File: src/design/dma_consts.svh
`ifndef DMA_CONSTS_SVH
`define DMA_CONSTS_SVH

// Bus and user word widths
`define DMA_ADDR_W        32
`define DMA_DATA_W        64

// One burst is eight 64-bit beats
`define DMA_BURST_BEATS   8
`define DMA_BURST_BYTES   64

`define DMA_FIFO_DEPTH    64
`define DMA_INIT_CREDITS  4

// Ids on the system bus, requests out and responses in
`define DMA_FSAB_DID      4'h2
`define DMA_FSAB_SUBDID   4'h1

// Configuration bus device id and register offsets (low 4 address bits)
`define DMA_CFG_DID       4'h3
`define DMA_REG_START     4'h0
`define DMA_REG_LEN       4'h4
`define DMA_REG_CMD       4'h8

`endif

File: src/design/dma_pkg.sv
`default_nettype none

`include "dma_consts.svh"

package dma_pkg;

	// Command register values
	typedef enum logic [1:0] {
		CMD_STOP         = 2'd0,
		CMD_TRIGGER_ONCE = 2'd1,
		CMD_AUTOTRIGGER  = 2'd2
	} dma_cmd_e;

	// Byte address on the system bus, also used for the length register
	typedef logic [`DMA_ADDR_W-1:0] dma_addr_t;

	// One bus beat, one user word
	typedef logic [`DMA_DATA_W-1:0] dma_word_t;

	// Request mode field of the system bus
	typedef enum logic [1:0] {
		FSAB_IDLE  = 2'd0,
		FSAB_READ  = 2'd1,
		FSAB_WRITE = 2'd2
	} fsab_mode_e;

endpackage

`default_nettype wire

File: src/design/dma_cmd_if.sv
`timescale 1ns/100ps
`default_nettype none

interface dma_cmd_if import dma_pkg::*; ();

	dma_addr_t start_addr;
	dma_addr_t len;
	dma_cmd_e  cmd;
	// One-cycle pulse per command register write
	logic      cmd_written;
	// Engine asks decode to drop a finished trigger-once back to stop
	logic      cmd_clear;

	modport cfg (
		output start_addr,
		output len,
		output cmd,
		output cmd_written,
		input  cmd_clear
	);

	modport eng (
		input  start_addr,
		input  len,
		input  cmd,
		input  cmd_written,
		output cmd_clear
	);

endinterface

`default_nettype wire

File: src/design/csr_decode.sv
`timescale 1ns/100ps
`default_nettype none

`include "dma_consts.svh"

module csr_decode import dma_pkg::*; (
	input  logic        frame_clk,
	input  logic        frame_rst_b,
	input  logic        cfg_valid,
	input  logic [3:0]  cfg_did,
	input  dma_addr_t   cfg_addr,
	input  logic [31:0] cfg_data,
	output logic        cfg_ack,
	dma_cmd_if.cfg      cmd
);

	logic     dev_hit;
	logic     sel_start;
	logic     sel_len;
	logic     sel_cmd;
	dma_cmd_e cmd_in;

	assign dev_hit   = cfg_valid && (cfg_did == `DMA_CFG_DID);
	assign sel_start = dev_hit && (cfg_addr[3:0] == `DMA_REG_START);
	assign sel_len   = dev_hit && (cfg_addr[3:0] == `DMA_REG_LEN);
	assign sel_cmd   = dev_hit && (cfg_addr[3:0] == `DMA_REG_CMD);

	// Unknown command codes fall back to stop
	always_comb begin
		case (dma_cmd_e'(cfg_data[1:0]))
			CMD_TRIGGER_ONCE: cmd_in = CMD_TRIGGER_ONCE;
			CMD_AUTOTRIGGER:  cmd_in = CMD_AUTOTRIGGER;
			default:          cmd_in = CMD_STOP;
		endcase
	end

	always_ff @(posedge frame_clk or negedge frame_rst_b) begin
		if (!frame_rst_b) begin
			cmd.start_addr  <= '0;
			cmd.len         <= '0;
			cmd.cmd         <= CMD_STOP;
			cmd.cmd_written <= 1'b0;
			cfg_ack         <= 1'b0;
		end else begin
			// Only decoded offsets are acknowledged
			cfg_ack         <= sel_start || sel_len || sel_cmd;
			cmd.cmd_written <= sel_cmd;
			if (sel_start) begin
				cmd.start_addr <= cfg_data;
			end
			if (sel_len) begin
				cmd.len <= cfg_data;
			end
			// A write in the same cycle wins over the clear
			if (sel_cmd) begin
				cmd.cmd <= cmd_in;
			end else if (cmd.cmd_clear) begin
				cmd.cmd <= CMD_STOP;
			end
		end
	end

	// Ack only follows a write one cycle earlier
	a_ack_after_write: assert property (@(posedge frame_clk) disable iff (!frame_rst_b)
		cfg_ack |-> $past(cfg_valid));

endmodule

`default_nettype wire

File: src/design/read_engine.sv
`timescale 1ns/100ps
`default_nettype none

`include "dma_consts.svh"

module read_engine import dma_pkg::*; (
	input  logic       frame_clk,
	input  logic       frame_rst_b,
	dma_cmd_if.eng     cmd,
	input  logic       fifo_space_ok,
	input  logic       burst_done,
	output logic       fsabo_valid,
	output fsab_mode_e fsabo_mode,
	output logic [3:0] fsabo_did,
	output logic [3:0] fsabo_subdid,
	output dma_addr_t  fsabo_addr,
	output logic [3:0] fsabo_len,
	input  logic       fsabo_credit
);

	localparam int CRED_W = $clog2(`DMA_INIT_CREDITS + 1);
	localparam logic [CRED_W-1:0] INIT_CREDITS = CRED_W'(`DMA_INIT_CREDITS);

	logic              triggered;
	logic              pending;
	logic              rearm;
	dma_addr_t         cur_addr;
	dma_addr_t         end_addr;
	dma_addr_t         next_addr;
	logic              last_burst;
	logic              issue;
	logic [CRED_W-1:0] credits;

	assign next_addr  = cur_addr + dma_addr_t'(`DMA_BURST_BYTES);
	assign last_burst = (next_addr >= end_addr);

	// One burst at a time, and only with room and a credit
	assign issue = triggered && !pending && !rearm && (credits != '0) && fifo_space_ok;

	// Finished trigger-once returns the command to stop
	assign cmd.cmd_clear = pending && burst_done && last_burst && !rearm &&
		(cmd.cmd == CMD_TRIGGER_ONCE);

	always_ff @(posedge frame_clk or negedge frame_rst_b) begin
		if (!frame_rst_b) begin
			triggered <= 1'b0;
			pending   <= 1'b0;
			cur_addr  <= '0;
			end_addr  <= '0;
		end else if (!triggered) begin
			// Idle, take any non-stop command
			if (cmd.cmd != CMD_STOP) begin
				triggered <= 1'b1;
				cur_addr  <= cmd.start_addr;
				end_addr  <= cmd.start_addr + cmd.len;
			end
		end else if (pending) begin
			if (burst_done) begin
				pending <= 1'b0;
				if (!last_burst) begin
					cur_addr <= next_addr;
				end else if (cmd.cmd == CMD_AUTOTRIGGER) begin
					cur_addr <= cmd.start_addr;
					end_addr <= cmd.start_addr + cmd.len;
				end else begin
					triggered <= 1'b0;
				end
			end
		end else if (rearm) begin
			// New command seen mid-transfer, acted on between bursts
			if (cmd.cmd == CMD_STOP) begin
				triggered <= 1'b0;
			end else begin
				cur_addr <= cmd.start_addr;
				end_addr <= cmd.start_addr + cmd.len;
			end
		end else if (issue) begin
			pending <= 1'b1;
		end
	end

	always_ff @(posedge frame_clk or negedge frame_rst_b) begin
		if (!frame_rst_b) begin
			rearm <= 1'b0;
		end else if (cmd.cmd_written && triggered) begin
			rearm <= 1'b1;
		end else if (!pending) begin
			rearm <= 1'b0;
		end
	end

	// Credit counter, one spent per request, one back per return pulse
	always_ff @(posedge frame_clk or negedge frame_rst_b) begin
		if (!frame_rst_b) begin
			credits <= INIT_CREDITS;
		end else begin
			case ({fsabo_credit, fsabo_valid})
				2'b10:   credits <= credits + 1'b1;
				2'b01:   credits <= credits - 1'b1;
				default: credits <= credits;
			endcase
		end
	end

	assign fsabo_valid  = issue;
	assign fsabo_mode   = issue ? FSAB_READ : FSAB_IDLE;
	assign fsabo_did    = `DMA_FSAB_DID;
	assign fsabo_subdid = `DMA_FSAB_SUBDID;
	assign fsabo_addr   = cur_addr;
	assign fsabo_len    = 4'(`DMA_BURST_BEATS);

	// Bus never returns more credits than were spent
	a_credit_balance: assert property (@(posedge frame_clk) disable iff (!frame_rst_b)
		(fsabo_credit && !fsabo_valid) |-> (credits < INIT_CREDITS));

	// FIFO reports a burst end only while one is outstanding
	a_done_pending: assert property (@(posedge frame_clk) disable iff (!frame_rst_b)
		burst_done |-> pending);

endmodule

`default_nettype wire

File: src/design/beat_fifo.sv
`timescale 1ns/100ps
`default_nettype none

`include "dma_consts.svh"

module beat_fifo import dma_pkg::*; (
	input  logic       frame_clk,
	input  logic       frame_rst_b,
	input  logic       fsabi_valid,
	input  logic [3:0] fsabi_did,
	input  logic [3:0] fsabi_subdid,
	input  dma_word_t  fsabi_data,
	input  logic       request,
	output dma_word_t  data,
	output logic       data_ready,
	output logic       fifo_empty,
	output logic       fifo_space_ok,
	output logic       burst_done
);

	localparam int DEPTH  = `DMA_FIFO_DEPTH;
	localparam int PTR_W  = $clog2(DEPTH);
	localparam int CNT_W  = $clog2(DEPTH + 1);
	localparam int BEAT_W = $clog2(`DMA_BURST_BEATS);

	dma_word_t         mem [DEPTH];
	logic [PTR_W-1:0]  wr_ptr;
	logic [PTR_W-1:0]  rd_ptr;
	logic [CNT_W-1:0]  count;
	logic [BEAT_W-1:0] beat_cnt;
	logic              wr_en;
	logic              rd_en;

	// Only beats addressed to this controller
	assign wr_en = fsabi_valid && (fsabi_did == `DMA_FSAB_DID) &&
		(fsabi_subdid == `DMA_FSAB_SUBDID);
	assign rd_en = request && !fifo_empty;

	assign fifo_empty    = (count == '0);
	assign fifo_space_ok = (count <= CNT_W'(DEPTH - `DMA_BURST_BEATS));

	always_ff @(posedge frame_clk) begin
		if (wr_en) begin
			mem[wr_ptr] <= fsabi_data;
		end
		if (rd_en) begin
			data <= mem[rd_ptr];
		end
	end

	always_ff @(posedge frame_clk or negedge frame_rst_b) begin
		if (!frame_rst_b) begin
			wr_ptr     <= '0;
			rd_ptr     <= '0;
			count      <= '0;
			beat_cnt   <= '0;
			data_ready <= 1'b0;
			burst_done <= 1'b0;
		end else begin
			data_ready <= rd_en;
			// Eighth beat closes the burst, counter wraps to zero
			burst_done <= wr_en && (beat_cnt == BEAT_W'(`DMA_BURST_BEATS - 1));
			if (wr_en) begin
				wr_ptr   <= wr_ptr + 1'b1;
				beat_cnt <= beat_cnt + 1'b1;
			end
			if (rd_en) begin
				rd_ptr <= rd_ptr + 1'b1;
			end
			case ({wr_en, rd_en})
				2'b10:   count <= count + 1'b1;
				2'b01:   count <= count - 1'b1;
				default: count <= count;
			endcase
		end
	end

	// Engine only requests a burst with room for all of it
	a_no_write_full: assert property (@(posedge frame_clk) disable iff (!frame_rst_b)
		wr_en |-> (count != CNT_W'(DEPTH)));

endmodule

`default_nettype wire

File: src/design/dma_read_ctrl.sv
`timescale 1ns/100ps
`default_nettype none

module dma_read_ctrl import dma_pkg::*; (
	input  logic        frame_clk,
	input  logic        frame_rst_b,
	// Configuration write bus
	input  logic        cfg_valid,
	input  logic [3:0]  cfg_did,
	input  dma_addr_t   cfg_addr,
	input  logic [31:0] cfg_data,
	output logic        cfg_ack,
	// System bus requests
	output logic        fsabo_valid,
	output fsab_mode_e  fsabo_mode,
	output logic [3:0]  fsabo_did,
	output logic [3:0]  fsabo_subdid,
	output dma_addr_t   fsabo_addr,
	output logic [3:0]  fsabo_len,
	input  logic        fsabo_credit,
	// System bus responses
	input  logic        fsabi_valid,
	input  logic [3:0]  fsabi_did,
	input  logic [3:0]  fsabi_subdid,
	input  dma_word_t   fsabi_data,
	// User port
	input  logic        request,
	output dma_word_t   data,
	output logic        data_ready,
	output logic        fifo_empty
);

	logic fifo_space_ok;
	logic burst_done;

	dma_cmd_if cmd_bus ();

	csr_decode decode_i (
		.frame_clk   (frame_clk),
		.frame_rst_b (frame_rst_b),
		.cfg_valid   (cfg_valid),
		.cfg_did     (cfg_did),
		.cfg_addr    (cfg_addr),
		.cfg_data    (cfg_data),
		.cfg_ack     (cfg_ack),
		.cmd         (cmd_bus.cfg)
	);

	read_engine engine_i (
		.frame_clk     (frame_clk),
		.frame_rst_b   (frame_rst_b),
		.cmd           (cmd_bus.eng),
		.fifo_space_ok (fifo_space_ok),
		.burst_done    (burst_done),
		.fsabo_valid   (fsabo_valid),
		.fsabo_mode    (fsabo_mode),
		.fsabo_did     (fsabo_did),
		.fsabo_subdid  (fsabo_subdid),
		.fsabo_addr    (fsabo_addr),
		.fsabo_len     (fsabo_len),
		.fsabo_credit  (fsabo_credit)
	);

	beat_fifo fifo_i (
		.frame_clk     (frame_clk),
		.frame_rst_b   (frame_rst_b),
		.fsabi_valid   (fsabi_valid),
		.fsabi_did     (fsabi_did),
		.fsabi_subdid  (fsabi_subdid),
		.fsabi_data    (fsabi_data),
		.request       (request),
		.data          (data),
		.data_ready    (data_ready),
		.fifo_empty    (fifo_empty),
		.fifo_space_ok (fifo_space_ok),
		.burst_done    (burst_done)
	);

endmodule

`default_nettype wire

File: config.mk
export PLATFORM = sky130hd
export DESIGN_NAME = dma_read_ctrl
export DESIGN_NICKNAME = d
export VERILOG_FILES = /design/src/design/dma_pkg.sv /design/src/design/dma_cmd_if.sv /design/src/design/csr_decode.sv /design/src/design/read_engine.sv /design/src/design/beat_fifo.sv /design/src/design/dma_read_ctrl.sv
export VERILOG_INCLUDE_DIRS = /design/src /design/src/design
export SDC_FILE = /design/constraint.sdc
export NUM_CORES = 2
export LEC_CHECK = 0
export ABC_AREA = 0
export ABC_CLOCK_PERIOD_IN_PS = 5320
export BUFFER_PORTS_ARGS = -buffer_cell sky130_fd_sc_hd__clkbuf_2
export CAP_MARGIN = 40
export CELL_PAD_IN_SITES_DETAIL_PLACEMENT = 0
export CELL_PAD_IN_SITES_GLOBAL_PLACEMENT = 2
export CORE_MARGIN = 2
export CORE_UTILIZATION = 38
export CTS_BUF_LIST = sky130_fd_sc_hd__clkbuf_8
export CTS_CLUSTER_SIZE = 25
export DETAILED_ROUTE_END_ITERATION = 10
export PLACE_DENSITY_LB_ADDON = 0.3
export SLEW_MARGIN = 30
export SYNTH_ARGS = -nofsm -noshare
export SYNTH_HDL_FRONTEND = slang
export SYNTH_SLANG_ARGS = --single-unit
File: constraint.sdc
create_clock -name frame_clk -period 5.32 [get_ports frame_clk]
set_clock_uncertainty 0.1 [all_clocks]
set_input_delay 0.532 -clock frame_clk [delete_from_list [all_inputs] [get_ports frame_clk]]
set_output_delay 0.532 -clock frame_clk [all_outputs]
set_load 0.01 [all_outputs]
==> flow_summary.ini <==
[place]
port_buffers = 218
dp_hpwl_mm = 243
gp_congestion = 0.765
dpl_worst_slack_ns = 0.405

[setup_path]
slowest_stage = or2_1
cp.required_ns = 6.36
cp-start-kind = flop
end_kind = flop
crit_fanout = 20
cp_data_arrival_time_ns = 5.75
slowest_delay_ns = 0.70
ff2ff_setup_slack_ns = 0.61
worstSetupPathType = flop to flop
crit_chain = ha_1 -> nand3_1 -> nor2_1 -> nand3_1 -> xnor2_1 -> ha_1 -> nand4_1 -> or4_1 -> or4_1 -> a31o_4 -> a21oi_1 -> or2_1 -> buf_4 -> a22oi_1 -> nand2_1

[power_and_ir_drop]
p_leak_nw = 61.8
power_density_mw_per_mm2 = 466
peakVddDrop_mv = 0.350

[detailed_routing]
dr.pass1.iters = 6
drtIter0Drc = 9238
drtAntennaViolNets = 0
routedWlPerCell_um = 32.1
drc_errors = 0
drt_wl_total_mm = 456
viasPerCell = 5.61
vias = 79800

[sta]
fin_crit_ns = 4.71
tightest_slew_ns = 0.891
hold_viol = 0
setup_ws_ns = 0.607
finalMaxSlewViolations = 0
finalSetupViolCount = 0
period_share_pct = 88.6
slew_headroom_pct = 40.0
rsz0062_at_grt = no
max_freq_ghz = 0.212

[clocking]
worstSkewPairLatency_ns = 1.21
h-tree-depth = 6
clk_pin_slew_ns = 0.06
cts_tree = done
postCtsSetupRepairBufs = 0
cts_sinks = 4322
cts_made_buffers = 709
clockBufferDepth = 4
cts-root-buf = clkbuf_8

[global_route]
grt_pass1_vias = 82200
grt.total_usage_pct = 20.4
grt_overflow = 0
grt_pass1_wl_mm = 639
grt_max_degree = 102
antenna_found_initial = 32

[die]
start_util_pct = 38.1
die_height_um = 666
die-area_mm2 = 0.443
die_w_um = 666
core-area_mm2 = 0.437
io_pins = 260
fp-row-count = 243

[finish]
nNetsFinal = 8131
syn2layout_area_growth_pct = 15.5
drive_above_1_share_pct = 33.8
fin_util_pct = 44.0

[synthesis]
synth-edff-count = 4160
ys_seq_area_share_pct = 77.5
synthCells = 6890
synth.avg_cell_area_um2 = 24.2
syn_area_mm2 = 0.166
synth_flop_cell = edfxtp_1
yosysUniqueCellTypes = 73
synthArstFlopShare_pct = 3.75
yosysWarnings = 0
synth.ff_latch_count = 4322

[run_status]
status = finished clean

[hold_path]
worstHoldPathType = input pin to flop

[job]
maxCapViolations = 0
[through the flow]
step / setup TNS, ns / power, mW / std cells / instance area [um2] / hold slack, ns
after global routing: 0 / 93.1 / 14200 / 192000 / 0.139
after detailed placement: 0 / 63.9 / 12800 / 178000 / 0.320
after CTS: 0 / 90.9 / 14200 / 192000 / 0.0143
after global placement: 0 / 63.8 / 12800 / 177000 / 0.361
after floorplan: -319.82 / 55.1 / 6901 / 167000 / 0.136
final: 0 / 89.5 / 14200 / 192000 / 0.179
[where the power goes]
part	switching (mW)	leakage, nW	internal (mW)	total (mW)
Combinational	12.4	14.7	12.0	24.3
Clock	13.3	7.45	13.5	26.8
Sequential	0.497	39.6	37.9	38.4
Total	26.2	61.8	63.4	89.5
[state kept, by name, summed over array words and instances, names as in the netlist]
name	count
decode_i.cmd.len	32
decode_i.cfg_ack	1
decode_i.cmd.cmd	2
engine_i.end_addr	32
engine_i.credits	3
fifo_i.data_ready	1
fifo_i.burst_done	1
engine_i.fsabo_addr	32
fifo_i.wr_ptr	6
fifo_i.mem	4096
fifo_i.rd_ptr	6
fifo_i.beat_cnt	3
fifo_i.count	7
fifo_i.data	64
engine_i.triggered	1
decode_i.cmd.cmd_written	1
engine_i.pending	1
engine_i.rearm	1
decode_i.cmd.start_addr	32
[final cells by class]
| cell class | count | area (um2) |
|---|---|---|
| Clock buffer | 731 | 10100 |
| Sequential cell | 4322 | 129000 |
| Clock inverter | 532 | 2770 |
| Inverter | 71 | 267 |
| Timing Repair Buffer | 656 | 6700 |
| Antenna cell | 11 | 27.5 |
| Tap cell | 5757 | 7200 |
| Fill cell | 37000 | 245000 |
| Multi-Input combinational cell | 2147 | 36200 |
[final timing paths]
kind,startpoint,to,cells past startpoint
max,engine_i.fsabo_addr[7],engine_i.fsabo_addr[26],15
min,cfg_did[1],decode_i.cfg_ack,5
max reg2reg,engine_i.fsabo_addr[7],engine_i.fsabo_addr[26],15
min reg2reg,engine_i.end_addr[18],engine_i.end_addr[18],2
max in group asynchronous,frame_rst_b,fifo_i.rd_ptr[2],5
min in group asynchronous,frame_rst_b,decode_i.cmd.start_addr[30],4
[cells in the mapped netlist, types with 10 or more instances]
library cell / count / area [um2]
o21ai_0: 64 / 320
a222oi_1: 11 / 110
nand4_1: 10 / 62.6
buf_4: 16 / 120
a21o_1: 18 / 135
mux4_2: 1344 / 30300
ha_1: 75 / 938
nand3_1: 25 / 125
a21oi_1: 50 / 250
inv_1: 70 / 263
dfrtp_1: 161 / 4030
and3_1: 11 / 68.8
buf_1: 46 / 173
xor2_1: 19 / 166
buf_2: 80 / 400
nor2_1: 109 / 409
edfxtp_1: 4160 / 125000
clkbuf_1: 216 / 811
nor3_1: 12 / 60.1
nand2_1: 131 / 492
mux2_2: 64 / 721
xnor2_1: 51 / 447
[critical path: cells and delay by family (launching register included)]
kind / cells / cell delay (ns)
compound gates: 3 / 0.49
xor+xnor: 1 / 0.18
fa+ha+maj: 2 / 0.58
buf+inv: 1 / 0.28
flops: 1 / 0.42
simple gates: 8 / 2.58
[layer usage]
layer	vias to the layer above	routed length, um	GRT usage, %
met2	3340	221000	33.0
met1	43900	192000	29.0
li1	31800	-	-
met3	698	33100	3.33
met4	12	9830	4.96
met5	-	76	0
[placed cells by master (no fill, tap or decap), types with 8 or more instances in the layout]
master / Yosys / routed
edfxtp_1: 4160 / 4160
mux4_2: 1344 / 1344
clkbuf_8: 0 / 731
inv_1: 70 / 308
clkbuf_2: 0 / 188
clkinv_1: 0 / 171
dfrtp_1: 161 / 155
buf_4: 16 / 153
dlygate4sd3_1: 0 / 141
nand2_1: 131 / 131
buf_12: 0 / 116
ha_1: 75 / 75
nor2_4: 0 / 65
o21ai_0: 64 / 64
mux2_2: 64 / 64
clkinv_2: 0 / 61
xnor2_1: 51 / 51
a21oi_1: 50 / 50
nor2_1: 109 / 44
clkbuf_4: 0 / 29
nand3_1: 25 / 25
buf_16: 0 / 20
xor2_1: 19 / 19
a21o_1: 18 / 18
bufinv_16: 0 / 14
inv_8: 0 / 14
conb_1: 2 / 13
inv_6: 0 / 13
nor3_1: 12 / 12
diode_2: 0 / 11
a222oi_1: 11 / 11
and3_1: 11 / 10
nand4_1: 10 / 10
nand2b_1: 9 / 9
clkinvlp_4: 0 / 9
nand3b_1: 8 / 8
a22oi_1: 8 / 8
[timing repair]
item,CTS,global route
hold buffers,142,0
gates resized for setup,0,0
endpoints found under the hold margin,4330,0
[logic make-up after synthesis]
kind of cell	Yosys count	share of synthesized area, %
xor gates and xnor gates	70	0.368
AOI/OAI and AO/OA	222	0.870
adders and majority gates	78	0.600
buffers and inverters	432	1.08
muxes	1410	18.6
and+or+nand+nor	354	0.981
DFF	4322	77.5
other	2	0.00451
Note: power is estimated with default switching activity, not from simulation.
